[config.mk]
export PLATFORM = sky130hd
export DESIGN_NAME = memArbiter
export DESIGN_NICKNAME = d
export VERILOG_FILES = /design/src/memAccessPkg.sv /design/src/ramPkg.sv /design/src/memArbiter.sv
export SDC_FILE = /design/constraint.sdc
export NUM_CORES = 1
export LEC_CHECK = 0
export BUFFER_PORTS_ARGS = -buffer_cell sky130_fd_sc_hd__buf_4
export CAP_MARGIN = 20
export CORE_UTILIZATION = 25
export CTS_BUF_LIST = sky130_fd_sc_hd__clkbuf_16
export CTS_CLUSTER_DIAMETER = 100
export DETAILED_ROUTE_END_ITERATION = 8
export PLACE_DENSITY = 0.85
export RECOVER_POWER = 50
export SKIP_LAST_GASP = 1
export SYNTH_ARGS = -nofsm -noshare
export SYNTH_HDL_FRONTEND = slang
export SYNTH_SLANG_ARGS = --single-unit
[constraint.sdc]
create_clock -name clk -period 2.4 [get_ports clk]
set_input_delay 0.36 -clock clk [delete_from_list [all_inputs] [get_ports clk]]
set_output_delay 0.36 -clock clk [all_outputs]
set_load 0.02 [all_outputs]
[src/memAccessPkg.sv]
// access size codes and data, lane and half widths shared by the store and load paths
`default_nettype none

package memAccessPkg;

  // ************************************************************************
  // word and lane geometry
  // ************************************************************************

  localparam int DataWidth = 32;
  localparam int LaneCount = 4;
  localparam int LaneWidth = DataWidth / LaneCount;
  localparam int HalfCount = 2;
  localparam int HalfWidth = DataWidth / HalfCount;

  // ************************************************************************
  // access size encoding
  // ************************************************************************

  localparam int SizeWidth = 2;

  localparam logic [SizeWidth-1:0] SizeByte = 2'd0;
  localparam logic [SizeWidth-1:0] SizeHalf = 2'd1;
  localparam logic [SizeWidth-1:0] SizeWord = 2'd2;

  // the spare code means no access at all, so it raises no error and writes nothing
  localparam logic [SizeWidth-1:0] SizeNone = 2'd3;

endpackage

`default_nettype wire

[src/ramPkg.sv]
// data RAM geometry and the word type that is read either as bytes or as halves
`default_nettype none

package ramPkg;

  localparam int RamDepth = 256;

  // word index comes from byte address bits 9 to 2
  localparam int WordAddrWidth = $clog2(RamDepth);

  // one RAM word is read lane by lane for byte accesses and in two halves for half accesses
  typedef union packed {
    logic [memAccessPkg::LaneCount-1:0][memAccessPkg::LaneWidth-1:0] bytes;
    logic [memAccessPkg::HalfCount-1:0][memAccessPkg::HalfWidth-1:0] halves;
  } ramWord;

endpackage

`default_nettype wire

[src/memArbiter.sv]
// fixed-priority arbiter that puts one of the load and store paths on the RAM port per cycle
`timescale 1ns/1ns
`default_nettype none

module memArbiter (
  input  logic                                 clk,
  input  logic                                 reset,
  input  logic                                 loadReq,
  input  logic                                 storeReq,
  input  logic [ramPkg::WordAddrWidth-1:0]     loadAddr,
  input  logic [ramPkg::WordAddrWidth-1:0]     storeAddr,
  input  logic [memAccessPkg::LaneCount-1:0]   storeWen,
  input  ramPkg::ramWord                       storeWdata,
  output logic                                 loadGrant,
  output logic                                 storeGrant,
  output logic [ramPkg::WordAddrWidth-1:0]     ramAddr,
  output logic [memAccessPkg::LaneCount-1:0]   ramWen,
  output ramPkg::ramWord                       ramWdata
);

  logic loadEligible;
  logic storeEligible;

  // a path still holds its request during its grant cycle, so it is masked for that cycle
  assign loadEligible  = loadReq && !loadGrant;
  assign storeEligible = storeReq && !storeGrant;

  // load wins whenever both are waiting
  always_ff @(posedge clk) begin
    if (reset) begin
      loadGrant  <= 1'b0;
      storeGrant <= 1'b0;
    end else begin
      loadGrant  <= loadEligible;
      storeGrant <= storeEligible && !loadEligible;
    end
  end

  // ************************************************************************
  // RAM port steering
  // ************************************************************************

  assign ramAddr  = loadGrant ? loadAddr : storeAddr;
  assign ramWen   = storeGrant ? storeWen : '0;
  // write data only matters when the enables are set
  assign ramWdata = storeWdata;

endmodule

`default_nettype wire

# Word level (Yosys, flattened, before mapping)
# Cells that the tools add are included.
# Widths: inputs -> output; s select.
dict set report word_totals {
  out_inout_bits 46
  register_bits 2
  in_bits 56
  word_cells 10
}
dict set report op_classes {
  n_mux 2
  n_reduce_logical 6
}
# cell n
set ops {}
lappend ops {{$mux 8} 1}
lappend ops {{$mux 4} 1}
lappend ops {{$logic_and 1x1->1} 3}
lappend ops {{$logic_not 1->1} 3}

# Depth between registers and ports, before layout
dict set report logic_depth {
  word_depth 4
  mapped_depth 3
  depth_no_buf 2
}

# Worst setup path after synthesis
# No wires, ideal clock.
dict set report synth_path {
  path_kind {reg-to-output}
  start {register loadGrant}
  end {output port ramAddr[0] (netlist bit)}
  t_arrival_ns 0.974
  path_slack_ns 1.066
  path_buffers 1
  path_stages_with_launch 3
  required_ns 2.040
  cell_sequence {dfxtp_1 -> buf_6 -> mux2_4}
}
dict set report synth_between {
  elab_chain_len 1
}
# element line_no
set synth_lines {}
lappend synth_lines {{start: declaration} memArbiter.sv:14} ;# output logic loadGrant,
lappend synth_lines {{start signal: assignment} memArbiter.sv:34} ;# loadGrant <= loadEligible;
lappend synth_lines {{$mux 8} memArbiter.sv:43} ;# assign ramAddr = loadGrant ? loadAddr : storeAddr;
lappend synth_lines {{end: declaration} memArbiter.sv:16} ;# output logic [ramPkg::WordAddrWidth-1:0] ramAddr,
# No other way between the ends.

# Final worst setup path
dict set report layout_path {
  start {register loadGrant}
  end {output port ramAddr[5] (netlist bit)}
}
# Same word-level chain as after synthesis.

==> results.md <==
* Power Density at 640 mW/mm2
* Min cycle time layout at 1780 ps
* Flop2flop setup slack at 1330 ps
* Largest net degree at the start of global routing at 11
* Worst setup EP type: output pin
* FMAX at 562 MHz
* Worst skew pair latency at 220 ps
* DRT Pass-1 Iters at 2
* Clock Path Buffers at 2
* Yosys top cell area share at 50.9%
* Antenna violations before repair at 0
* CP Max Fanout at 10
* DR WL/cell at 12.1 um
* Post-synthesis to final-layout area growth at 28.1%
* Status: complete, no violations
* Input/output buffers at 37
* P_leak at 0.318 nW
* Top cells by area, synth: buf_4, mux2_4, dfxtp_1
* Worst Hold Depth at 2
* CP cell instances: mux2_4 -> buf_4
* Die width at 45.4 um
* Fillers at 183
* Core area at 0.00175 mm2
* # clock sinks at 2
* R2r startpoint: loadGrant$_SDFF_PP0_
* Area of the multi-input gates at 180 um2
* # rows at 15
* Hold endpoint: loadGrant$_SDFF_PP0_
* Vias in the first global route at 273
* Post-CTS Hold Buffers at 0
* CP required at 2040 ps
* Syn avg cell area at 9.43 um2
* Sw Share at 20.2%
* Dpl cells at 79
* Initial core utilization at 27.0%
* Clock transition at path regs at 30 ps
* Final #Nets at 115
* Final Hold Fails at 0
* Clock power share at 64.8%
* First-pass GRT wire length at 1100 um
* Vias per cell at 4.06
* CTS tree: done
* Worst slack at placement at 839 ps
* Post-Layout Cell Count at 82
* Reg area at 40.0 um2
* Period utilization at 74.2%
* Max Slew Vio Count at 0
* CTS buffer count at 3
* Final setup viols at 0
* Kind of critical path: reg -> out
* Hold Path Class: in -> reg
* Peak VDD IR at 0.453 mV
* # resized after CTS at 0
* Worst EP arrival at 1420 ps
* CP top delay family: flip-flops
* Die area at 0.00206 mm2
* ANT cells at 0
* I/O pin total at 102
* Layout cell share with drive strength beyond 1 at 87.7%
* Yosys reg bits at 2
* Slew @ Worst Pin at 599 ps
* Mapped Cells at 50
* Yosys cell types at 8
* Routability cong. at 0.620
* Clk_skew at 3.77 ps
* Tot GR Track Use at 8.77%
* Total wire length at 992 um
* Detail Route Antenna Nets at 0
* Worst path max stage delay at 690 ps
* 1st-iter DRT viols at 2
* Synth Cell Area at 472 um2
* Via count at 333
* Cell area after layout at 604 um2
* Max-slew headroom at 60.0%
* Net Sw Power at 78.2 uW
* Internal power at 308 uW
* Die Y-Extent at 45.4 um
* Cell accounting for the most synthesized area: buf_4
* DRC viols at 0
* Hold Startpoint: reset
* Synthesized net count at 106
* Worst R2R Path Depth at 2
* Post-CTS setup repair buffer count at 0
* Root buf cell: clkbuf_16
* Max-Cap Viols at 0
* Worst path bufs/invs at 1
* H-tree Lvls at 1
* Register share of total power at 10.7%
* Worst reg2reg path endpoint: storeGrant$_SDFF_PP0_
* Worst path slowest cell: dfxtp_1
* YS warnings at 0
* Sequential area share after synthesis at 8.49%
* Startpoint types: register
* Area after DPL at 529 um2
* Comb power frac at 24.6%
* GRT overflow at 0
* Setup WS post-layout at 619 ps
* Setup TNS at 0 ps
* RSZ-0062 raised after global routing: no
-- kinds of logic (layout without fill, tap and decap cells) --
group | after synthesis | count (layout) | synth area share [%]
buffers and inverters | 33 | 40 | 53.3
multiplexers | 8 | 8 | 25.5
AND/OR/NAND/NOR | 7 | 7 | 12.7
flip-flops | 2 | 2 | 8.49
-- stage by stage --
step / utilization [%] / total power [mW] / hold WS, ps
final: 34.6 / 0.387 / 311
after global routing: 34.6 / 0.403 / 312
after global placement: 30.3 / 0.136 / 499
after floorplan: - / 0.165 / 432
after CTS: 34.6 / 0.391 / 310
after detailed placement: 30.3 / 0.137 / 516
-- layout make-up --
cell class / count / area share, %
Clock buffer: 3 / 12.4
Multi-Input combinational cell: 15 / 29.8
Sequential cell: 2 / 6.63
Tap cell: 25 / 5.18
Timing Repair Buffer: 37 / 46.0
-- cell usage in the layout (no fill, tap or decap) --
master     netlist  final
and2_1           4      4
buf_4           32     37
clkbuf_16        0      3
dfxtp_1          2      2
mux2_4           8      8
nor2b_1          1      1
nor2b_4          1      1
nor4b_2          1      1
-- sequential cells by signal, summed over array words and instances (netlist names) --
signal,count
storeGrant,1
loadGrant,1
-- power by group through the flow --
stage	sequential, mW	clock (mW)	combinational [mW]
6_report	0.0412	0.250	0.0950
5_1_grt	0.0418	0.262	0.100
4_1_cts	0.0413	0.253	0.0962
3_5_place_dp	0.0417	0	0.0957
3_3_place_gp	0.0412	0	0.0949
2_1_floorplan	0.0396	0	0.125
-- worst register-to-register path: stages, from the launching register on --
cell and delay [ps]:
dfxtp_1 690, nor2b_4 80, nor4b_2 210
-- cells in the mapped netlist, drive strengths merged --
master,number
and2,4
nor2b,2
mux2,8
nor4b,1
buf,33
dfxtp,2
-- per-layer routing --
| metal | vias up | share of wire [%] | track usage (%) |
|---|---|---|---|
| met5 | - | 0 | 0 |
| met4 | 0 | 3.5 | 7.88 |
| met2 | 51 | 44 | 15.4 |
| met3 | 8 | 26 | 9.52 |
| li1 | 141 | - | - |
| met1 | 133 | 25 | 3.83 |
-- worst max path at each step --
stage / start / to / slack (ps) / cells past startpoint
6_report: loadGrant$_SDFF_PP0_ / ramAddr[5] / 620 / 2
3_3_place_gp: loadGrant$_SDFF_PP0_ / ramAddr[0] / 880 / 2
2_1_floorplan: loadGrant$_SDFF_PP0_ / ramAddr[0] / 1070 / 2
3_5_place_dp: loadGrant$_SDFF_PP0_ / ramAddr[5] / 840 / 2
4_1_cts: loadGrant$_SDFF_PP0_ / ramAddr[5] / 610 / 2
5_1_grt: loadGrant$_SDFF_PP0_ / ramAddr[0] / 570 / 2
Note: power is estimated with default switching activity, not from simulation.
