[config.mk]
export PLATFORM = sky130hd
export DESIGN_NAME = loadPath
export DESIGN_NICKNAME = d
export VERILOG_FILES = /design/src/memAccessPkg.sv /design/src/ramPkg.sv /design/src/loadPath.sv
export SDC_FILE = /design/constraint.sdc
export NUM_CORES = 1
export LEC_CHECK = 0
export BUFFER_PORTS_ARGS = -buffer_cell sky130_fd_sc_hd__buf_2
export CAP_MARGIN = 20
export CORE_MARGIN = 2
export CORE_UTILIZATION = 25
export CTS_BUF_LIST = sky130_fd_sc_hd__clkbuf_4 sky130_fd_sc_hd__clkbuf_8 sky130_fd_sc_hd__clkbuf_16
export DETAILED_ROUTE_END_ITERATION = 10
export GPL_TIMING_DRIVEN = 0
export PLACE_DENSITY = 0.49
export SETUP_SLACK_MARGIN = 0.02
export SKIP_CTS_REPAIR_TIMING = 1
export SYNTH_ARGS = -nofsm -noshare
export SYNTH_HDL_FRONTEND = slang
export SYNTH_SLANG_ARGS = --single-unit
[constraint.sdc]
create_clock -name clk -period 1.7 [get_ports clk]
set_input_delay 0.34 -clock clk [delete_from_list [all_inputs] [get_ports clk]]
set_output_delay 0.34 -clock clk [all_outputs]
set_load 0.02 [all_outputs]
[src/memAccessPkg.sv]
// access size codes and data, lane and half widths shared by the store and load paths
`default_nettype none

package memAccessPkg;

  // ************************************************************************
  // word and lane geometry
  // ************************************************************************

  localparam int DataWidth = 32;
  localparam int LaneCount = 4;
  localparam int LaneWidth = DataWidth / LaneCount;
  localparam int HalfCount = 2;
  localparam int HalfWidth = DataWidth / HalfCount;

  // ************************************************************************
  // access size encoding
  // ************************************************************************

  localparam int SizeWidth = 2;

  localparam logic [SizeWidth-1:0] SizeByte = 2'd0;
  localparam logic [SizeWidth-1:0] SizeHalf = 2'd1;
  localparam logic [SizeWidth-1:0] SizeWord = 2'd2;

  // the spare code means no access at all, so it raises no error and writes nothing
  localparam logic [SizeWidth-1:0] SizeNone = 2'd3;

endpackage

`default_nettype wire

[src/ramPkg.sv]
// data RAM geometry and the word type that is read either as bytes or as halves
`default_nettype none

package ramPkg;

  localparam int RamDepth = 256;

  // word index comes from byte address bits 9 to 2
  localparam int WordAddrWidth = $clog2(RamDepth);

  // one RAM word is read lane by lane for byte accesses and in two halves for half accesses
  typedef union packed {
    logic [memAccessPkg::LaneCount-1:0][memAccessPkg::LaneWidth-1:0] bytes;
    logic [memAccessPkg::HalfCount-1:0][memAccessPkg::HalfWidth-1:0] halves;
  } ramWord;

endpackage

`default_nettype wire

[src/loadPath.sv]
// load path that memStage uses to check alignment, read the RAM and extend the result
`timescale 1ns/1ns
`default_nettype none

module loadPath (
  input  logic                                 clk,
  input  logic                                 reset,
  input  logic                                 loadReq,
  input  logic [memAccessPkg::DataWidth-1:0]   loadAddr,
  input  logic [memAccessPkg::SizeWidth-1:0]   loadSize,
  input  logic                                 loadSigned,
  input  logic                                 grant,
  input  ramPkg::ramWord                       ramRdata,
  output logic                                 ramReq,
  output logic [ramPkg::WordAddrWidth-1:0]     ramAddr,
  output logic                                 loadBusy,
  output logic                                 loadDone,
  output logic                                 loadAddrErr,
  output logic [memAccessPkg::DataWidth-1:0]   loadData
);

  import memAccessPkg::*;
  import ramPkg::*;

  logic                     pending;
  logic                     reading;
  logic                     misaligned;
  logic                     accept;
  logic [1:0]               lowQ;
  logic [SizeWidth-1:0]     sizeQ;
  logic                     signedQ;
  logic [WordAddrWidth-1:0] addrQ;
  logic [LaneWidth-1:0]     laneSel;
  logic [HalfWidth-1:0]     halfSel;
  logic [DataWidth-1:0]     extracted;

  assign misaligned = ((loadSize == SizeHalf) && loadAddr[0]) ||
                      ((loadSize == SizeWord) && (loadAddr[1:0] != 2'b00));

  assign accept = loadReq && !loadBusy && !misaligned && (loadSize != SizeNone);

  // ************************************************************************
  // result extraction
  // ************************************************************************

  assign laneSel = ramRdata.bytes[lowQ];
  assign halfSel = ramRdata.halves[lowQ[1]];

  // sign bit is only replicated when the load was signed
  always_comb begin
    case (sizeQ)
      SizeByte: begin
        extracted = {{(DataWidth-LaneWidth){signedQ & laneSel[LaneWidth-1]}}, laneSel};
      end
      SizeHalf: begin
        extracted = {{(DataWidth-HalfWidth){signedQ & halfSel[HalfWidth-1]}}, halfSel};
      end
      default: extracted = ramRdata;
    endcase
  end

  // ************************************************************************
  // request tracking
  // ************************************************************************

  // pending waits for the grant and reading covers the cycle in which the RAM word arrives
  always_ff @(posedge clk) begin
    if (reset) begin
      pending     <= 1'b0;
      reading     <= 1'b0;
      loadDone    <= 1'b0;
      loadAddrErr <= 1'b0;
      loadData    <= '0;
    end else begin
      loadAddrErr <= loadReq && !loadBusy && misaligned;
      reading     <= pending && grant;
      loadDone    <= reading;
      if (reading) begin
        loadData <= extracted;
      end
      if (accept) begin
        pending <= 1'b1;
      end else if (grant) begin
        pending <= 1'b0;
      end
    end
  end

  always_ff @(posedge clk) begin
    if (accept) begin
      lowQ    <= loadAddr[1:0];
      sizeQ   <= loadSize;
      signedQ <= loadSigned;
      addrQ   <= loadAddr[WordAddrWidth+1:2];
    end
  end

  assign ramReq   = pending;
  assign ramAddr  = addrQ;
  assign loadBusy = pending || reading;

endmodule

`default_nettype wire

## After elaboration in Yosys (flattened, before gate mapping)

Cells that the tools add are included.

| word-level totals | value |
|---|---|
| register bits after elaboration | 49 |
| word-level logic and storage cells | 38 |

| cells by class | value |
|---|---|
| order comparisons | 2 |
| equal/unequal tests | 4 |
| multiplexer cells | 7 |
| bitwise gates (word level) | 2 |
| reductions and logical operators | 14 |

Operators by type and width:

| kind | number |
|---|---|
| $pmux W32 S2 | 1 |
| $mux W16 | 2 |
| $bmux W8 S2 | 1 |
| $mux W8 | 1 |
| $logic_and A1 B1 Y1 | 7 |
| $eq A2 B1 Y1 const B | 2 |
| $reduce_bool A2 Y1 | 2 |
| $lt A2 B3 Y1 const B | 1 |
| $and A1 B1 Y1 | 2 |
| $eq A2 B2 Y1 const B | 1 |
| $logic_not A1 Y1 | 2 |
| $logic_not A2 Y1 | 1 |
| $logic_or A1 B1 Y1 | 2 |
| $lt A1 B2 Y1 const B | 1 |
| $mux W1 | 2 |
| $ne A2 B2 Y1 const B | 1 |

## Longest topological paths before layout

| logic depth | value |
|---|---|
| depth after elaboration | 7 |
| mapped depth | 5 |

## Least setup slack after synthesis

No wires, ideal clock.

| path | value |
|---|---|
| kind | flip-flop to flip-flop |
| start | register reading |
| end | register lowQ[0], enable pin |
| setup time | 0.349 ns |
| arrival time | 1.282 ns |
| data required time | 1.351 ns |
| path slack | 0.069 ns |
| stages on the path, launching flop included | 6 |
| path through | dfxtp_1 buf_2 buf_1 nor3b_1 o21ai_0 inv_1 |

| between the ends | value |
|---|---|
| longest elaborated chain between the ends | 5 |

Ends and longest elaborated chain:

| element | RTL line | text |
|---|---|---|
| start, declared | loadPath.sv:26 | `logic reading;` |
| start signal, assigned | loadPath.sv:76 | `reading <= pending && grant;` |
| $logic_or A1 B1 Y1 | loadPath.sv:100 | `assign loadBusy = pending \|\| reading;` |
| $logic_not A1 Y1 | loadPath.sv:40 | `assign accept = loadReq && !loadBusy && !misaligned && (loadSize != SizeNone);` |
| $logic_and A1 B1 Y1 (3 in series) | loadPath.sv:40 |  |
| net accept | loadPath.sv:28 | `logic accept;` |
| end signal, assigned | loadPath.sv:91 | `lowQ <= loadAddr[1:0];` |
| end, declared | loadPath.sv:29 | `logic [1:0] lowQ;` |

The timed path passes the listed nets, and every way through them passes these cells.
A chain may end at the register's enable or synchronous reset.

## Worst setup path in the final report

| path | value |
|---|---|
| start | register reading |
| end | output loadBusy |

| between the ends | value |
|---|---|
| longest elaborated chain between the ends | 1 |

Ends and longest elaborated chain:

| element | RTL line | text |
|---|---|---|
| $logic_or A1 B1 Y1 | loadPath.sv:100 |  |
| end, declared | loadPath.sv:16 | `output logic loadBusy,` |

Every way passes these cells.

==> flow_metrics.env <==
export IMPL_clock_latency_ns=0.31
export IMPL_grt_pass1_vias=2316
export IMPL_irDropWorstVdd_mv=0.342
export IMPL_min_period_over_period_pct=97.4
export IMPL_finalInstanceArea_sq_mm=0.00324
export IMPL_rsz0062_at_grt="yes"
export IMPL_maxSlewViolCount=0
export IMPL_arrival_ns=1.32
export IMPL_post_drt_via_cell_ratio=4.93
export IMPL_dp_slack_ns=-0.413
export IMPL_grt_pass1_wl_um=12300
export IMPL_end_kind="output port"
export IMPL_synth_fp_nets=306
export IMPL_cts_sinks=49
export IMPL_dieArea_sq_mm=0.0103
export IMPL_worst_slack_ns=0.0442
export IMPL_yosys_top_cells_area="dfxtp_1, edfxtp_1, mux2_2, a311o_1, a41oi_1"
export IMPL_cpMostUsedCell="buf_8"
export IMPL_async_flop_share_pct=0
export IMPL_ys_seq_area_share_pct=46.5
export IMPL_ioPinCount=115
export IMPL_placed_cell_area_sq_mm=0.00300
export IMPL_drtAntennaViolNets=0
export IMPL_crit_fanout=4
export IMPL_antenna_cells=0
export IMPL_tightest_slew_ns=0.559
export IMPL_cts_path_max_buffers=2
export IMPL_criticalPathCategory="flip-flop to output port"
export IMPL_yosys_area_top_type="dfxtp_1"
export IMPL_cts_made_buffers=5
export IMPL_synth_top_area_share_pct=30.2
export IMPL_netlist_instances=235
export IMPL_synthMuxAreaShare_pct=8.49
export IMPL_cts_root_buffer="clkbuf_8"
export IMPL_cts_htree_levels=2
export IMPL_path_clk_slew_ns=0.09
export IMPL_syn_area_sq_mm=0.00239
export IMPL_max_freq_ghz=0.604
export IMPL_finalHoldViolCount=0
export IMPL_grt_overflow=0
export IMPL_layout_nets=412
export IMPL_area_delta_synth_final_pct=35.6
export IMPL_routed_wl_um=8010
export IMPL_route_vias_total=2320
export IMPL_place_gp_congestion=0.819
export IMPL_yosysWarningCount=0
export IMPL_synth_xor_area_share_pct=0
export IMPL_synth_seq_cells=49
export IMPL_holdCritPathClass="input pin to flip-flop"
export IMPL_powerDensity_mw_per_mm2=740
export IMPL_core_area_sq_mm=0.00924
export IMPL_crit_required_ns=1.36
export IMPL_setup_viol=0
export IMPL_p_total_mw=2.39
export IMPL_grt_usage_pct=15.6
export IMPL_cts_tree="done"
export IMPL_initial_core_util_pct=25.8
export IMPL_synth_simple_gate_area_share_pct=15.0
export IMPL_rows=35
export IMPL_synth_compound_area_share_pct=25.2
export IMPL_die_height_um=102
export IMPL_wl_per_cell_um=17.0
export IMPL_start_kind="flip-flop"
export IMPL_skew_ns=0.00600
export IMPL_maxCapViolCount=0
export IMPL_port_buffers=91
export IMPL_critPathMaxStageDelay_ns=0.35
export IMPL_synth_edf_count=13
export IMPL_dieWidth_um=102
export IMPL_worstPathCellList="buf_8 > buf_8 > or2_2 > buf_6"
export IMPL_relSlewSlack_pct=62.7
export IMPL_dp_hpwl_um=6010
export IMPL_status="complete, no violations"
export IMPL_drc=0
export IMPL_synth_area_per_cell_sq_um=10.2
export IMPL_cp_slowest_cell="dfxtp_2"
export IMPL_grt_max_degree=16
export IMPL_drtPass1Iterations=4
export IMPL_layout_drive_gt1_share_pct=44.2
export IMPL_period_minus_slack_ns=1.66
export IMPL_synthAdderAreaFrac_pct=0
export IMPL_drt_iter0_markers=92
export IMPL_synth_top_flop_cell="dfxtp_1"
export IMPL_synth_cell_types=32
export IMPL_synth_top_family_by_area="compound AO/OA/AOI/OAI gates"
export IMPL_leakagePower_nw=1.31
export IMPL_tns_ns=0
export IMPL_antenna_found_initial=0
-- layer usage --
metal / GRT usage [%] / routed length (um) / vias to the layer above
li1: - / - / 1129
met1: 20.9 / 3560 / 1108
met2: 25.7 / 3910 / 76
met3: 2.90 / 441 / 7
met4: 4.16 / 97 / 0
met5: 0 / 0 / -
-- layout make-up --
| type | count | area, sq um |
|---|---|---|
| well taps | 129 | 161 |
| clock buffers | 5 | 68.8 |
| multi-input cells | 160 | 1180 |
| plain buffers | 23 | 146 |
| repair buffers | 99 | 534 |
| clock inverters | 3 | 17.5 |
| fillers | 960 | 6000 |
| inverters | 3 | 11.3 |
| flip-flops and latches | 49 | 1110 |
-- where the power goes --
group	leakage, nW	total, mW	switching [mW]	internal [mW]
Clock	0.0439	0.704	0.419	0.285
Sequential	0.413	1.26	0.0209	1.24
Combinational	0.854	0.430	0.246	0.184
Total	1.31	2.39	0.686	1.71
-- cells in the mapped netlist (2+ instances only) --
cell type and instances:
a211oi_1 9, a311oi_1 7, o22ai_1 9, a22oi_1 7, buf_2 7, nor2_1 27
a41oi_1 16, buf_4 2, inv_1 3, dfxtp_1 36, nand3b_1 7, a311o_1 16
a21oi_1 2, nor3_1 2, buf_1 4, and3b_1 2, mux2_2 16, edfxtp_1 13
clkbuf_1 10, nand2b_1 3, nand2_1 26
-- cell usage in the layout, fill, tap and decap left out, types with 2 or more instances in the layout --
cell type / Yosys / routed
mux2_2: 16 / 16
buf_1: 4 / 2
a311o_1: 16 / 16
nor3_1: 2 / 2
and3b_1: 2 / 2
inv_1: 3 / 2
a211oi_1: 9 / 9
a311oi_1: 7 / 7
nand3b_1: 7 / 7
o22ai_1: 9 / 9
buf_8: 0 / 2
clkinv_2: 0 / 2
clkbuf_8: 0 / 5
buf_2: 7 / 93
nor2_1: 27 / 27
a21oi_1: 2 / 2
a41oi_1: 16 / 16
clkbuf_1: 10 / 5
edfxtp_1: 13 / 13
dfxtp_1: 36 / 35
a22oi_1: 7 / 7
nor3b_4: 1 / 2
nand2b_1: 3 / 3
clkbuf_4: 0 / 5
clkbuf_2: 0 / 3
buf_4: 2 / 10
nand2_1: 26 / 25
-- sequential cells by signal, indices dropped and copies added, names as in the netlist --
register     count
reading          1
loadDone         1
ramAddr          8
lowQ             2
ramReq           1
loadData        32
loadAddrErr      1
sizeQ            2
signedQ          1
-- through the flow --
| step | instances | hold WS (ns) | util (%) |
|---|---|---|---|
| final | 471 | 0.201 | 35.0 |
| after global routing | 471 | 0.186 | 35.0 |
| after CTS | 463 | 0.195 | 33.4 |
| after detailed placement | 455 | 0.468 | 32.5 |
| after global placement | 455 | 0.463 | 32.5 |
| after floorplan | 235 | 0.439 | - |
-- worst max-delay path: cells and delay by family (launching register included) --
family                 cells  cell delay, ns
buffers and inverters      3            0.36
and+or+nand+nor            1            0.29
DFF                        1            0.35
-- path summary, 6_finish.rpt --
check / start / end / slack [ns] / depth (start not counted)
hold / removal: loadAddr[7] / ramAddr[5]$_DFFE_PP_ / 0.20 / 1
setup reg to reg: lowQ[1]$_DFFE_PP_ / loadData[29]$_SDFFE_PP0P_ / 0.11 / 5
hold reg to reg: loadData[2]$_SDFFE_PP0P_ / loadData[2]$_SDFFE_PP0P_ / 0.49 / 2
setup / recovery: reading$_SDFF_PP0_ / loadBusy / 0.04 / 4
-- cell families (layout without fill, tap and decap cells) --
logic type | Yosys count | in the layout
simple gates | 73 | 73
mux | 17 | 17
compound gates | 70 | 70
flops | 49 | 49
buf+inv | 26 | 133
No activity file was read; power rests on OpenSTA's default activity.
