[src/memAccessPkg.sv]
// access size codes and data, lane and half widths shared by the store and load paths
`default_nettype none

package memAccessPkg;

  // ************************************************************************
  // word and lane geometry
  // ************************************************************************

  localparam int DataWidth = 32;
  localparam int LaneCount = 4;
  localparam int LaneWidth = DataWidth / LaneCount;
  localparam int HalfCount = 2;
  localparam int HalfWidth = DataWidth / HalfCount;

  // ************************************************************************
  // access size encoding
  // ************************************************************************

  localparam int SizeWidth = 2;

  localparam logic [SizeWidth-1:0] SizeByte = 2'd0;
  localparam logic [SizeWidth-1:0] SizeHalf = 2'd1;
  localparam logic [SizeWidth-1:0] SizeWord = 2'd2;

  // the spare code means no access at all, so it raises no error and writes nothing
  localparam logic [SizeWidth-1:0] SizeNone = 2'd3;

endpackage

`default_nettype wire

[src/ramPkg.sv]
// data RAM geometry and the word type that is read either as bytes or as halves
`default_nettype none

package ramPkg;

  localparam int RamDepth = 256;

  // word index comes from byte address bits 9 to 2
  localparam int WordAddrWidth = $clog2(RamDepth);

  // one RAM word is read lane by lane for byte accesses and in two halves for half accesses
  typedef union packed {
    logic [memAccessPkg::LaneCount-1:0][memAccessPkg::LaneWidth-1:0] bytes;
    logic [memAccessPkg::HalfCount-1:0][memAccessPkg::HalfWidth-1:0] halves;
  } ramWord;

endpackage

`default_nettype wire

[src/storePath.sv]
// store path that memStage uses to check alignment, build byte enables and replicate data
`timescale 1ns/1ns
`default_nettype none

module storePath (
  input  logic                                 clk,
  input  logic                                 reset,
  input  logic                                 storeReq,
  input  logic [memAccessPkg::DataWidth-1:0]   storeAddr,
  input  logic [memAccessPkg::SizeWidth-1:0]   storeSize,
  input  logic [memAccessPkg::DataWidth-1:0]   storeData,
  input  logic                                 grant,
  output logic                                 ramReq,
  output logic [ramPkg::WordAddrWidth-1:0]     ramAddr,
  output logic [memAccessPkg::LaneCount-1:0]   ramWen,
  output ramPkg::ramWord                       ramWdata,
  output logic                                 storeBusy,
  output logic                                 storeDone,
  output logic                                 storeAddrErr
);

  import memAccessPkg::*;
  import ramPkg::*;

  logic                     pending;
  logic                     misaligned;
  logic                     accept;
  logic [LaneCount-1:0]     laneEn;
  ramWord                   laneData;
  logic [LaneCount-1:0]     wenQ;
  logic [WordAddrWidth-1:0] addrQ;
  ramWord                   dataQ;

  // ************************************************************************
  // request decode
  // ************************************************************************

  // byte enables from size and the low address bits
  always_comb begin
    case (storeSize)
      SizeWord: laneEn = '1;
      SizeHalf: laneEn = storeAddr[1] ? 4'b1100 : 4'b0011;
      SizeByte: laneEn = LaneCount'(1) << storeAddr[1:0];
      default:  laneEn = '0;
    endcase
  end

  assign misaligned = ((storeSize == SizeHalf) && storeAddr[0]) ||
                      ((storeSize == SizeWord) && (storeAddr[1:0] != 2'b00));

  // the low byte or half goes onto every lane and the enables then pick the one that is written
  always_comb begin
    case (storeSize)
      SizeByte: begin
        for (int i = 0; i < LaneCount; i++) begin
          laneData.bytes[i] = storeData[LaneWidth-1:0];
        end
      end
      SizeHalf: begin
        for (int i = 0; i < HalfCount; i++) begin
          laneData.halves[i] = storeData[HalfWidth-1:0];
        end
      end
      default: laneData = storeData;
    endcase
  end

  // a request while busy is dropped, and the spare size code never gets this far
  assign accept = storeReq && !pending && !misaligned && (laneEn != '0);

  // ************************************************************************
  // request hold and completion
  // ************************************************************************

  always_ff @(posedge clk) begin
    if (reset) begin
      pending      <= 1'b0;
      storeDone    <= 1'b0;
      storeAddrErr <= 1'b0;
    end else begin
      storeAddrErr <= storeReq && !pending && misaligned;
      // the write lands at the end of the grant cycle
      storeDone    <= pending && grant;
      if (accept) begin
        pending <= 1'b1;
      end else if (grant) begin
        pending <= 1'b0;
      end
    end
  end

  always_ff @(posedge clk) begin
    if (accept) begin
      wenQ  <= laneEn;
      addrQ <= storeAddr[WordAddrWidth+1:2];
      dataQ <= laneData;
    end
  end

  assign ramReq    = pending;
  assign storeBusy = pending;
  assign ramAddr   = addrQ;
  assign ramWen    = wenQ;
  assign ramWdata  = dataQ;

endmodule

`default_nettype wire
[config.mk]
export PLATFORM = sky130hd
export DESIGN_NAME = storePath
export DESIGN_NICKNAME = d
export VERILOG_FILES = /design/src/memAccessPkg.sv /design/src/ramPkg.sv /design/src/storePath.sv
export SDC_FILE = /design/constraint.sdc
export NUM_CORES = 1
export LEC_CHECK = 0
export BUFFER_PORTS_ARGS = -buffer_cell sky130_fd_sc_hd__buf_2
export CAP_MARGIN = 10
export CORE_MARGIN = 5
export CORE_UTILIZATION = 40
export DETAILED_ROUTE_END_ITERATION = 8
export PLACE_DENSITY = 0.75
export SLEW_MARGIN = 20
export SYNTH_ARGS = -nofsm -noshare
export SYNTH_HDL_FRONTEND = slang
export SYNTH_SLANG_ARGS = --single-unit
[constraint.sdc]
create_clock -name clk -period 1.9 [get_ports clk]
set_input_delay 0.19 -clock clk [delete_from_list [all_inputs] [get_ports clk]]
set_output_delay 0.19 -clock clk [all_outputs]
set_load 0.01 [all_outputs]
## Word-level counts from Yosys, hierarchy flattened

Cells that the tools add are included.

| word-level totals | value |
|---|---|
| bits in registers | 47 |
| output and inout bits | 48 |

| cells by class | value |
|---|---|
| eq/ne operators | 2 |
| shift operators | 1 |
| mux-type cells | 5 |
| reduce and logical (&&, ||, !) cells | 14 |

Operators with widths:

| kind | count |
|---|---|
| 32-bit case mux with 2 select lines | 1 |
| 4-bit case mux with 3 select lines | 1 |
| 1-bit logical AND | 7 |
| 4-bit two-way mux | 1 |
| 2-bit nonzero test | 2 |
| 4-bit nonzero test | 1 |
| 1-bit by 2-bit << shifter with 4-bit output, first input constant | 1 |
| 2-bit by 1-bit equality test with 1-bit output, second input constant | 1 |
| 2-bit equality test, second input constant | 1 |
| 1-bit zero test | 2 |
| 2-bit zero test | 1 |
| 1-bit two-way mux | 2 |
| 1-bit logical OR | 1 |

## Depth between registers and ports, before layout

Gate-level depths: netlist of the first run.

| depth | value |
|---|---|
| depth after elaboration | 7 |
| gate-level depth with buffers | 4 |
| mapped depth without buffers | 3 |

## Worst setup path before layout of the first run

OpenSTA, ideal clock, no wires.

| path | value |
|---|---|
| path type | reg2reg |
| start | reg pending, in the netlist ramReq |
| end | reg addrQ[0], in the netlist ramAddr[0], enable pin |
| setup time | 0.373 ns |
| data arrival time | 1.029 ns |
| required time | 1.527 ns |
| setup slack | 0.498 ns |
| cell stages (with the launch flop) | 2 |
| buffers on the path | 0 |
| period minus slack after synthesis | 1.402 ns |
| cells stage by stage | dfxtp_1 -> and4b_4 |

| on the way | value |
|---|---|
| cells in the longest elaborated chain, start to end | 4 |

RTL lines:

| what | RTL line | source |
|---|---|---|
| start: declaration | storePath.sv:25 | `logic pending;` |
| start signal: assignment | storePath.sv:77 | `pending <= 1'b0;` |
| start signal: assignment | storePath.sv:85 | `pending <= 1'b1;` |
| start signal: assignment | storePath.sv:87 | `pending <= 1'b0;` |
| 1-bit zero test | storePath.sv:69 | `assign accept = storeReq && !pending && !misaligned && (laneEn != '0);` |
| 1-bit logical AND (3 in a row) | storePath.sv:69 |  |
| net accept | storePath.sv:27 | `logic accept;` |
| end signal: assignment | storePath.sv:95 | `addrQ <= storeAddr[WordAddrWidth+1:2];` |
| end: declaration | storePath.sv:31 | `logic [WordAddrWidth-1:0] addrQ;` |

The timed path passes the listed nets, and every way through them passes these cells.
A chain may end at the register's enable or synchronous reset.

## Worst setup path in the final report of the first run

Ends and elaborated chain as after synthesis.

==> results of run 1 <==
==> sequential cells by signal (all words and copies together), names as in the netlist <==
| signal | cells |
|---|---|
| ramReq | 1 |
| storeDone | 1 |
| ramAddr | 8 |
| ramWen | 4 |
| storeAddrErr | 1 |
| ramWdata | 32 |
==> cell families after synthesis <==
logic type / after synthesis / synth area share, %
flops: 47 / 71.50
mux: 26 / 14.51
compound gates: 18 / 5.182
simple gates: 16 / 5.182
buf+inv: 8 / 3.627
==> layer usage <==
layer  track usage (%)  part of all wire, %  up-vias
li1                  -                    -      637
met1             14.28                   37      612
met2             23.29                   51       58
met3             4.289                  9.8        7
met4             4.639                  1.5        0
met5                 0                    0        -
==> worst max-delay path by stage <==
| stage | startpoint | cells after the start | slack [ps] | to |
|---|---|---|---|---|
| after floorplan | ramReq | 1 | 500 | ramAddr[0] |
| after global placement | storeSize[1] | 4 | 460 | ramWdata[17] |
| after detailed placement | storeSize[1] | 4 | 450 | ramWdata[17] |
| after CTS | ramReq | 2 | 610 | ramWdata[16] |
| after global routing | ramReq | 2 | 550 | ramWdata[8] |
| final | ramReq | 2 | 620 | ramAddr[0] |
==> per-stage QoR <==
| stage | total power, W | std cells | worst slack [ps] | util (%) |
|---|---|---|---|---|
| 2_1_floorplan | 0.001370 | 115 | 498.4 | - |
| 3_3_place_gp | 0.001489 | 263 | 460.0 | 52.56 |
| 3_5_place_dp | 0.001496 | 263 | 452.9 | 52.56 |
| 4_1_cts | 0.002136 | 271 | 609.2 | 54.77 |
| 5_1_grt | 0.002217 | 271 | 545.3 | 54.77 |
| 6_report | 0.002108 | 271 | 619.7 | 54.77 |
==> critical path, cell delays in order (launching register included) <==
cell     delay [ps]
dfxtp_1         350
and4b_4         360
buf_4           260
==> power by group <==
group          total [W]  internal [W]  leakage, nW  switching, W
Combinational   0.000263      0.000126        0.620      0.000137
Sequential       0.00120       0.00119        0.433     0.0000108
Clock           0.000640      0.000331       0.0505      0.000310
Total            0.00211       0.00165         1.10      0.000458
==> layout make-up <==
type / count / area share, %
inverter: 1 / 0.1461
clock buffer: 7 / 3.749
tap: 54 / 2.629
sequential: 47 / 53.75
clock inverter: 1 / 0.2921
multi-input combinational: 60 / 18.70
timing repair buffer: 101 / 20.74
==> cell usage in the layout, fill, tap and decap left out, types with 3 or more instances in the layout <==
cell / n
buf_2: 95
edfxtp_1: 44
mux2_2: 16
mux2i_1: 10
nand2_1: 10
o21ai_0: 10
clkbuf_8: 7
buf_4: 5
a21oi_1: 4
dfxtp_1: 3
==> impl_results.md, run 1 <==
* Largest clock skew in the final design at 5.714 ps
* H-tree depth reported by CTS at 2
* Highest net fanout along the worst path at 17
* Initial antenna violation count at 0
* Status: complete, no violations
* Vias post-DR at 1,314
* Overflow left after global routing at 0
* Cell count of the worst reg-to-reg path at 2
* Number of synthesized register bits at 47
* Via count of the first global-routing pass at 1,310
* Unrepaired setup endpoints after global routing: no
* Number of enable-type register cells in the synthesized netlist at 44
* Syn Area/Cell at 16.80 µm²
* Routed wire per std cell at 15.18 µm
* Pin count of the biggest net entering global routing at 29
* Max-cap violations at 0
* Critical path launch point type: register
* Sink count of the clock tree at 47
* Max IR drop VDD at 0.2674 mV
* Slew at the pin closest to its max-slew limit at 367.0 ps
* Post-layout instance area at 2570 µm²
* Ratio of cells with drive above 1 in the final layout at 59.45%
* Sort of element at the end of the critical path: register
* Part of the Yosys area used for sequential elements at 71.50%
* Remaining antenna violation count at 0
* GRT Total Usage at 13.01%
* Detailed-route wire length at 4114 µm
* Routability-driven placement congestion ratio at 0.7007
* Net count after synthesis at 185
* Net count reported at finish at 286
* Number of fill cells at 394
* Worst min-delay path category: in -> reg
* Remaining DRCs at 0
* Clock transition at path regs at 80 ps
* Min-Delay Endpoint: storeDone
* Combined area of all synthesized cells at 1932 µm²
* Die width at 79.50 µm
* Initial core utilization at 41.17%
* Fmax at 781.1 MHz
* Final max-slew violation count at 0
* Count of mapped cells out of synthesis at 115
* Number of hold violations in the final report at 0
* Input/output buffers at 95
* First-pass GRT wire length at 6258 µm
* Static Leakage at 1.103 nW
* Number of standard-cell rows in the floorplan at 25
* Number of antenna repair diodes at 0
* P&R area growth vs syn at 33.03%
* Most numerous cell in the Yosys netlist: edfxtp_1
* Buffer type at the clock tree root: clkbuf_8
* Cells resized by post-CTS repair at 0
* Ports at 118
* Cell type with the highest aggregate area in the netlist: edfxtp_1
* Origin of the critical flop-to-flop path: ramReq
* Max clock buf depth at 2
* Reg2reg end: ramAddr[0]
* Critical path data required time at 1880 ps
* Most frequent cells after synthesis: edfxtp_1 (44), mux2_2 (16), mux2i_1 (10), nand2_1 (10), o21ai_0 (10)
* Number of CTS-inserted buffers at 5
* TritonCTS clock tree: yes
* Hold Path Cell Cnt at 2
* Number of buffers inserted for hold repair after clock tree synthesis at 0
* Drt first pass iters at 4
* Post-CTS Setup Repair Bufs at 0
* Number of setup violations in the final report at 0
* Area share of the largest cell type after synthesis at 68.39%
* Die height at 79.50 µm
* Dpl hpwl at 3153 µm
* First DRT Iteration DRCs at 46
* Minimum clock period at 1280 ps
* Start point of the worst hold path: reset
* Unique cell type count in the Yosys netlist at 22
* Worst-Skew Late Latency at 290 ps
* Leading post-synthesis cells by cell area: edfxtp_1 (68%), mux2_2 (9.3%), mux2i_1 (5.2%)
* Footprint of the multi-input gates at 480.5 µm²
* Worst slack on hold paths at 68.44 ps
* Data arrival time of the worst path at 1260 ps
* Slew HR at 75.53%
* Setup_tns at 0 ps
* Area after detailed placement at 2466 µm²
* Reg2reg setup slack at 620 ps
* Share of the clock period used by the worst path at 67.39%
* Vias per inst at 4.849
* Power density normalized to cell area at 820.3 nW/µm²
* Predominant post-synthesis flop cell: edfxtp_1
* Die Area at 6319 µm²
* Critical path class: reg -> reg
* Core region area at 4692 µm²
* Yosys warns at 0
* Share of synthesized registers carrying an async set or reset at 0%
* Sequential cell area in the final layout at 1381 µm²
Note: power is estimated with default switching activity, not from simulation.
==> run 2: changes to the inputs <==
--- a/config.mk
+++ b/config.mk
@@ -8,7 +8,7 @@
 export BUFFER_PORTS_ARGS = -buffer_cell sky130_fd_sc_hd__buf_2
 export CAP_MARGIN = 10
 export CORE_MARGIN = 5
-export CORE_UTILIZATION = 40
+export CORE_UTILIZATION = 38
 export DETAILED_ROUTE_END_ITERATION = 8
 export PLACE_DENSITY = 0.75
 export SLEW_MARGIN = 20
==> constraint.sdc (replaced) <==
create_clock -name clk -period 1.1 [get_ports clk]
set_input_delay 0.11 -clock clk [delete_from_list [all_inputs] [get_ports clk]]
set_output_delay 0.11 -clock clk [all_outputs]
set_load 0.01 [all_outputs]
==> run 2 against run 1 <==
Compared with the run above:
- the flow now finishes with violations (negative setup slack)
- routed wire length up 10%
- maximum frequency grew 9.6%
- clock-buffer cell count fell by 2
- critical endpoint is now ramWdata[11]
- largest cell class unchanged
- highest routed layer unchanged
==> impl_results.md, run 2 (synthesis gave the netlist of run 1 again) <==
* Die Area at 6610 µm² (+4.6%)
* Clock transition at path regs at 90 ps (about the same)
* Net count reported at finish at 302 (+5.6%)
* Unrepaired setup endpoints after global routing: yes
* Violations in the final reports: negative setup slack
* Fmax at 856.4 MHz (+9.6%)
* Final max-slew violation count at 0 (unchanged)
* Area after detailed placement at 2565 µm² (+4.0%)
* Remaining antenna violation count at 0 (unchanged)
* Post-layout instance area at 2744 µm² (+6.8%)
* Sort of element at the end of the critical path: register
* H-tree depth reported by CTS at 2 (unchanged)
* Number of fill cells at 434 (+10%)
* Critical path class: reg -> reg
* Remaining DRCs at 0 (unchanged)
* Vias per inst at 4.485 (-7.5%)
* Met2 Routed Length at 2196 µm (+4.4%)
* WL met3 at 500 µm (+23%)
* Pin count of the biggest net entering global routing at 26 (-10%)
* Minimum clock period at 1168 ps (-112.7 ps)
* Critical path launch point type: register
* Max IR drop VDD at 0.5028 mV (+88%)
* Data arrival time of the worst path at 1170 ps (-90 ps)
* Die height at 81.30 µm (+2.3%)
* Routed wire per std cell at 14.96 µm (-1.4%)
* Min-Delay Endpoint: ramWdata[0]
* Slew HR at 82.67% (+7.1 points)
* Buffers plus inverters on the worst setup path at 1 (unchanged)
* First-pass GRT wire length at 6596 µm (+5.4%)
* Start point of the worst hold path: storeData[0]
* Share of the clock period used by the worst path at 106.2% (+39 points)
* Drt first pass iters at 6 (+2)
* Worst min-delay path category: in -> reg
* Sequential cell area in the final layout at 1383 µm² (about the same)
* Number of flip-flops in the largest register at 32 (unchanged)
* Buffer type at the clock tree root: clkbuf_8
* Count of cell instances traversed by the critical path at 2 (unchanged)
* Number of hold violations in the final report at 0 (unchanged)
* Initial core utilization at 38.56% (-2.6 points)
* Initial antenna violation count at 0 (unchanged)
* Setup_tns at -2143 ps (-2143 ps)
* Slowest stage cell, crit path: and4b_4
* Most frequent standard cell in the layout excluding fill and tap cells: buf_2
* Dpl hpwl at 3266 µm (+3.6%)
* Sink count of the clock tree at 47 (unchanged)
* Post-CTS Setup Repair Bufs at 0 (unchanged)
* Origin of the critical flop-to-flop path: ramReq
* Via count of the first global-routing pass at 1,299 (-0.84%)
* Final worst setup slack at -67.65 ps (-687.3 ps)
* Vias post-DR at 1,359 (+3.4%)
* Highest net fanout along the worst path at 25 (+8)
* Max-cap violations at 0 (unchanged)
* Detailed-route wire length at 4534 µm (+10%)
* Ports at 118 (unchanged)
* Crit path cell chain: and4b_4 -> buf_12
* Slew at the pin closest to its max-slew limit at 257.2 ps (-109.8 ps)
* Critical path data required time at 1100 ps (-780 ps)
* Post-placement cell count at 286 (+8.7%)
* GRT Total Usage at 13.64% (+0.62 points)
* Worst-Skew Late Latency at 290 ps (about the same)
* Hold Path Cell Cnt at 1 (-1)
* Highest-count cells in the layout ignoring fill and taps: buf_2 (95), edfxtp_1 (44), mux2_2 (16)
* Overflow left after global routing at 0 (unchanged)
* Number of setup violations in the final report at 44 (+44)
* Largest clock skew in the final design at 4.920 ps (-0.7939 ps)
* Input/output buffers at 95 (unchanged)
* CP delay by family, top: simple AND/OR/NAND/NOR gates
* Static Leakage at 1.175 nW (+6.5%)
* Biggest cell delay along the critical path at 360 ps (about the same)
* TritonCTS clock tree: yes
* Reg2reg setup slack at -70 ps (-690 ps)
* Die width at 81.30 µm (+2.3%)
* Max clock buf depth at 2 (unchanged)
* Cells resized by post-CTS repair at 0 (unchanged)
* Number of standard-cell rows in the floorplan at 26 (+4.0%)
* P&R area growth vs syn at 42.03%
* Ratio of cells with drive above 1 in the final layout at 58.37% (-1.1 points)
* Routability-driven placement congestion ratio at 0.7640 (+9.0%)
* Power density normalized to cell area at 1315 nW/µm² (+60%)
* Reg2reg end: ramWdata[11]
* First DRT Iteration DRCs at 46 (unchanged)
* Number of CTS-inserted buffers at 5 (unchanged)
* Cell count of the worst reg-to-reg path at 2 (unchanged)
* Top Layer Used: met4
* Footprint of the multi-input gates at 480.5 µm² (unchanged)
* Metal1 wirelength at 1793 µm (+16%)
* Number of antenna repair diodes at 0 (unchanged)
* Core region area at 5010 µm² (+6.8%)
* Status: finished, violations left
* Final Non-Filler Cells at 303 (+12%)
==> run 2: changes by cell type in the layout (fill, tap and decap cells not counted) <==
cell           before  now
buf_12              1    3
buf_4               5   10
clkbuf_8            7    5
clkinv_1            0    1
clkinv_4            0    1
dfxtp_1             3    2
dfxtp_2             0    1
dlygate4sd3_1       0    9
==> run 2: worst max-delay path by stage <==
stage,slack [ps],start,to
CTS,-70,ramReq,ramAddr[0]
global placement,-90,storeAddr[0],ramAddr[0]
floorplan,-270,ramReq,ramAddr[0]
global route,-100,ramReq,ramWdata[29]
finish,-70,ramReq,ramWdata[11]
detailed placement,-120,storeAddr[0],ramAddr[0]
==> run 2: report_power, final <==
part | leakage, nW | internal, W | switching, W
Clock | 0.0418 | 0.000443 | 0.000569
Combinational | 0.700 | 0.000266 | 0.000251
Sequential | 0.433 | 0.00206 | 0.0000183
==> run 2: metrics by stage <==
step	total power [W]	util [%]	hold WS, ps	setup WS (ps)
final	0.003609	54.77	29.55	-67.65
after global routing	0.003781	54.77	9.730	-97.15
after CTS	0.003633	54.57	1.792	-71.86
after detailed placement	0.002616	51.20	288.7	-124.5
after global placement	0.002603	51.20	286.8	-94.26
after floorplan	0.002367	-	181.7	-273.7
==> run 2: worst reg2reg max path: cells and delay by family, from the launching register on <==
| kind | cells | cell delay, ps |
|---|---|---|
| simple gates | 1 | 360 |
| buf+inv | 1 | 190 |
| flops | 1 | 330 |
==> run 2: layout make-up <==
class                      instances  area share (%)
clock buffer                       5           2.508
timing repair buffer             117           25.54
sequential                        47           50.39
inverter                           1          0.1368
multi-input combinational         60           17.51
clock inverter                     3          0.7296
tap                               70           3.192
==> run 2: what timing repair did <==
item / 4_1_cts / 5_1_grt
hold buffers: 8 / 1
endpoints found under the setup margin: 44 / 44
endpoints found under the hold margin: 8 / 1
==> run 2: layer usage <==
metal / up-vias / track usage [%]
li1: 666 / -
met1: 620 / 16.52
met2: 68 / 23.13
met3: 5 / 3.659
met4: 0 / 5.068
met5: - / 0
==> run 3: changes to the inputs <==
--- a/config.mk
+++ b/config.mk
@@ -5,12 +5,11 @@
 export SDC_FILE = /design/constraint.sdc
 export NUM_CORES = 1
 export LEC_CHECK = 0
-export BUFFER_PORTS_ARGS = -buffer_cell sky130_fd_sc_hd__buf_2
 export CAP_MARGIN = 10
 export CORE_MARGIN = 5
-export CORE_UTILIZATION = 38
+export CORE_UTILIZATION = 40
 export DETAILED_ROUTE_END_ITERATION = 8
-export PLACE_DENSITY = 0.75
+export DONT_BUFFER_PORTS = 1
 export SLEW_MARGIN = 20
 export SYNTH_ARGS = -nofsm -noshare
 export SYNTH_HDL_FRONTEND = slang
==> run 3 against run 2 <==
Compared with the run above:
- non-clock buffer count down 94
- die area fell by 4.4%
- the run still ends with negative setup slack left
- critical path type unchanged
- via count fell by 23%
- combinational power fell by 49%
- clock power fell by 7%
- register-to-register slack got worse by 20 ps
- sequential share of layout area grew 11 points
==> impl_results.md, run 3 (synthesis gave the netlist of run 1 again) <==
* Die height at 79.50 µm (-2.2%)
* Core region area at 4692 µm² (-6.3%)
* Initial core utilization at 41.17% (+2.6 points)
* Drt first pass iters at 4 (-2)
* WL met3 at 323 µm (-35%)
* Violations in the final reports: negative setup slack
* Buffer type at the clock tree root: clkbuf_8
* Number of setup violations in the final report at 44 (unchanged)
* Highest-count cells in the layout ignoring fill and taps: edfxtp_1 (44), dlygate4sd3_1 (18), mux2_2 (16)
* Slew HR at 87.08% (+4.4 points)
* Setup_tns at -3463 ps (-1320 ps)
* Max clock buf depth at 2 (unchanged)
* Remaining DRCs at 0 (unchanged)
* First DRT Iteration DRCs at 24 (-48%)
* First-pass GRT wire length at 5837 µm (-12%)
* Fmax at 842.1 MHz (-1.7%)
* Status: finished, violations left
* Routed wire per std cell at 20.60 µm (+38%)
* Critical path class: reg -> reg
* Highest net fanout along the worst path at 15 (-40%)
* Unrepaired setup endpoints after global routing: yes
* Static Leakage at 0.7913 nW (-33%)
* Ports at 118 (unchanged)
* Power density normalized to cell area at 1473 nW/µm² (+12%)
* Final Non-Filler Cells at 193 (-36%)
* Ratio of cells with drive above 1 in the final layout at 22.30% (-36 points)
* Sort of element at the end of the critical path: register
* Remaining antenna violation count at 0 (unchanged)
* Critical path launch point type: register
* Pin count of the biggest net entering global routing at 35 (+35%)
* Worst min-delay path category: in -> reg
* Largest clock skew in the final design at 2.306 ps (-2.614 ps)
* Max-cap violations at 0 (unchanged)
* Minimum clock period at 1188 ps (+19.87 ps)
* Met2 Routed Length at 2246 µm (+2.3%)
* Number of antenna repair diodes at 0 (unchanged)
* Max IR drop VDD at 0.4385 mV (-13%)
* Routability-driven placement congestion ratio at 0.6474 (-15%)
* Number of standard-cell rows in the floorplan at 25 (-3.8%)
* Number of CTS-inserted buffers at 5 (unchanged)
* Metal1 wirelength at 1354 µm (-24%)
* Start point of the worst hold path: storeData[24]
* Sink count of the clock tree at 47 (unchanged)
* Via count of the first global-routing pass at 1,118 (-14%)
* Overflow left after global routing at 0 (unchanged)
* TritonCTS clock tree: yes
* Initial antenna violation count at 0 (unchanged)
* Detailed-route wire length at 3976 µm (-12%)
* Input/output buffers at 0 (-100%)
* Die Area at 6319 µm² (-4.4%)
* Critical path data required time at 1100 ps (about the same)
* Data arrival time of the worst path at 1190 ps (+20 ps)
* Cells resized by post-CTS repair at 0 (unchanged)
* Final max-slew violation count at 0 (unchanged)
* First element of the critical path: ramReq
* Net count reported at finish at 208 (-31%)
* Slew at the pin closest to its max-slew limit at 193.8 ps (-63.37 ps)
* Final worst setup slack at -87.53 ps (-19.87 ps)
* Worst-Skew Late Latency at 280 ps (about the same)
* Die width at 79.50 µm (-2.2%)
* Origin of the critical flop-to-flop path: ramReq
* P&R area growth vs syn at 17.49%
* Top Layer Used: met4
* H-tree depth reported by CTS at 2 (unchanged)
* Number of hold violations in the final report at 0 (unchanged)
* Vias per inst at 5.389 (+20%)
* Vias post-DR at 1,040 (-23%)
* Number of fill cells at 395 (-9.0%)
* Number of flip-flops in the largest register at 32 (unchanged)
* Post-placement cell count at 166 (-42%)
* Clock transition at path regs at 80 ps (about the same)
* Dpl hpwl at 2731 µm (-16%)
* Most frequent standard cell in the layout excluding fill and tap cells: edfxtp_1
* Share of the clock period used by the worst path at 108.0% (+1.8 points)
* GRT Total Usage at 12.43% (-1.2 points)
* Worst slack on hold paths at 22.70 ps (-6.851 ps)
-- run 3: cell count changes in the layout (fill, tap and decap cells not counted), sizes merged --
cell / change
dlygate4sd3: +9
clkinvlp: -1
clkinv: -2
buf: -103
clkbuf: +3
-- run 3: metal layers --
metal | GRT usage (%) | up-vias
li1 | - | 484
met1 | 11.63 | 503
met2 | 23.87 | 48
met3 | 4.515 | 5
met4 | 5.155 | 0
met5 | 0 | -
-- run 3: worst paths after layout --
path,slack (ps),to,depth (start not counted)
worst max-delay path,-90,ramWdata[4],2
worst min-delay path,20,ramWdata[24],2
worst max register to register,-90,ramWdata[4],2
worst min register to register,600,storeDone,3
-- run 3: timing repair --
| action | CTS | global route |
|---|---|---|
| hold buffers | 18 | 0 |
| buffers inserted | 1 | 0 |
| endpoints found under the setup margin | 43 | 44 |
| endpoints found under the hold margin | 18 | 0 |
-- run 3: final cells by class --
| class | count | area, µm² | area share [%] |
|---|---|---|---|
| Tap cell | 54 | 67.56 | 2.977 |
| Timing Repair Buffer | 23 | 255.2 | 11.25 |
| Clock buffer | 8 | 80.08 | 3.528 |
| Multi-Input combinational cell | 60 | 480.5 | 21.17 |
| Inverter | 1 | 3.754 | 0.1654 |
| Sequential cell | 47 | 1383 | 60.92 |
-- run 3: stage by stage --
stage               setup slack, ps  instance area [µm²]  util (%)  total power (W)
floorplan                    -273.7                 1933         -         0.002367
global placement             -88.55                 2002     42.67         0.002386
detailed placement           -92.00                 2002     42.67         0.002396
CTS                          -94.91                 2270     48.37         0.003392
global route                 -114.3                 2270     48.37         0.003508
finish                       -87.53                 2270     48.37         0.003343
-- run 3: worst max-delay path, stage by stage (launching register included) --
cell     delay, ps
dfxtp_2        320
and4b_4        410
buf_12         170
-- run 3: power by group --
group / switching, W / total [W] / internal (W) / leakage (nW)
combinational: 0.000101 / 0.000265 / 0.000163 / 0.319
clock: 0.000488 / 0.000939 / 0.000451 / 0.0395
sequential: 0.0000705 / 0.00214 / 0.00207 / 0.433
total: 0.000660 / 0.00334 / 0.00268 / 0.791
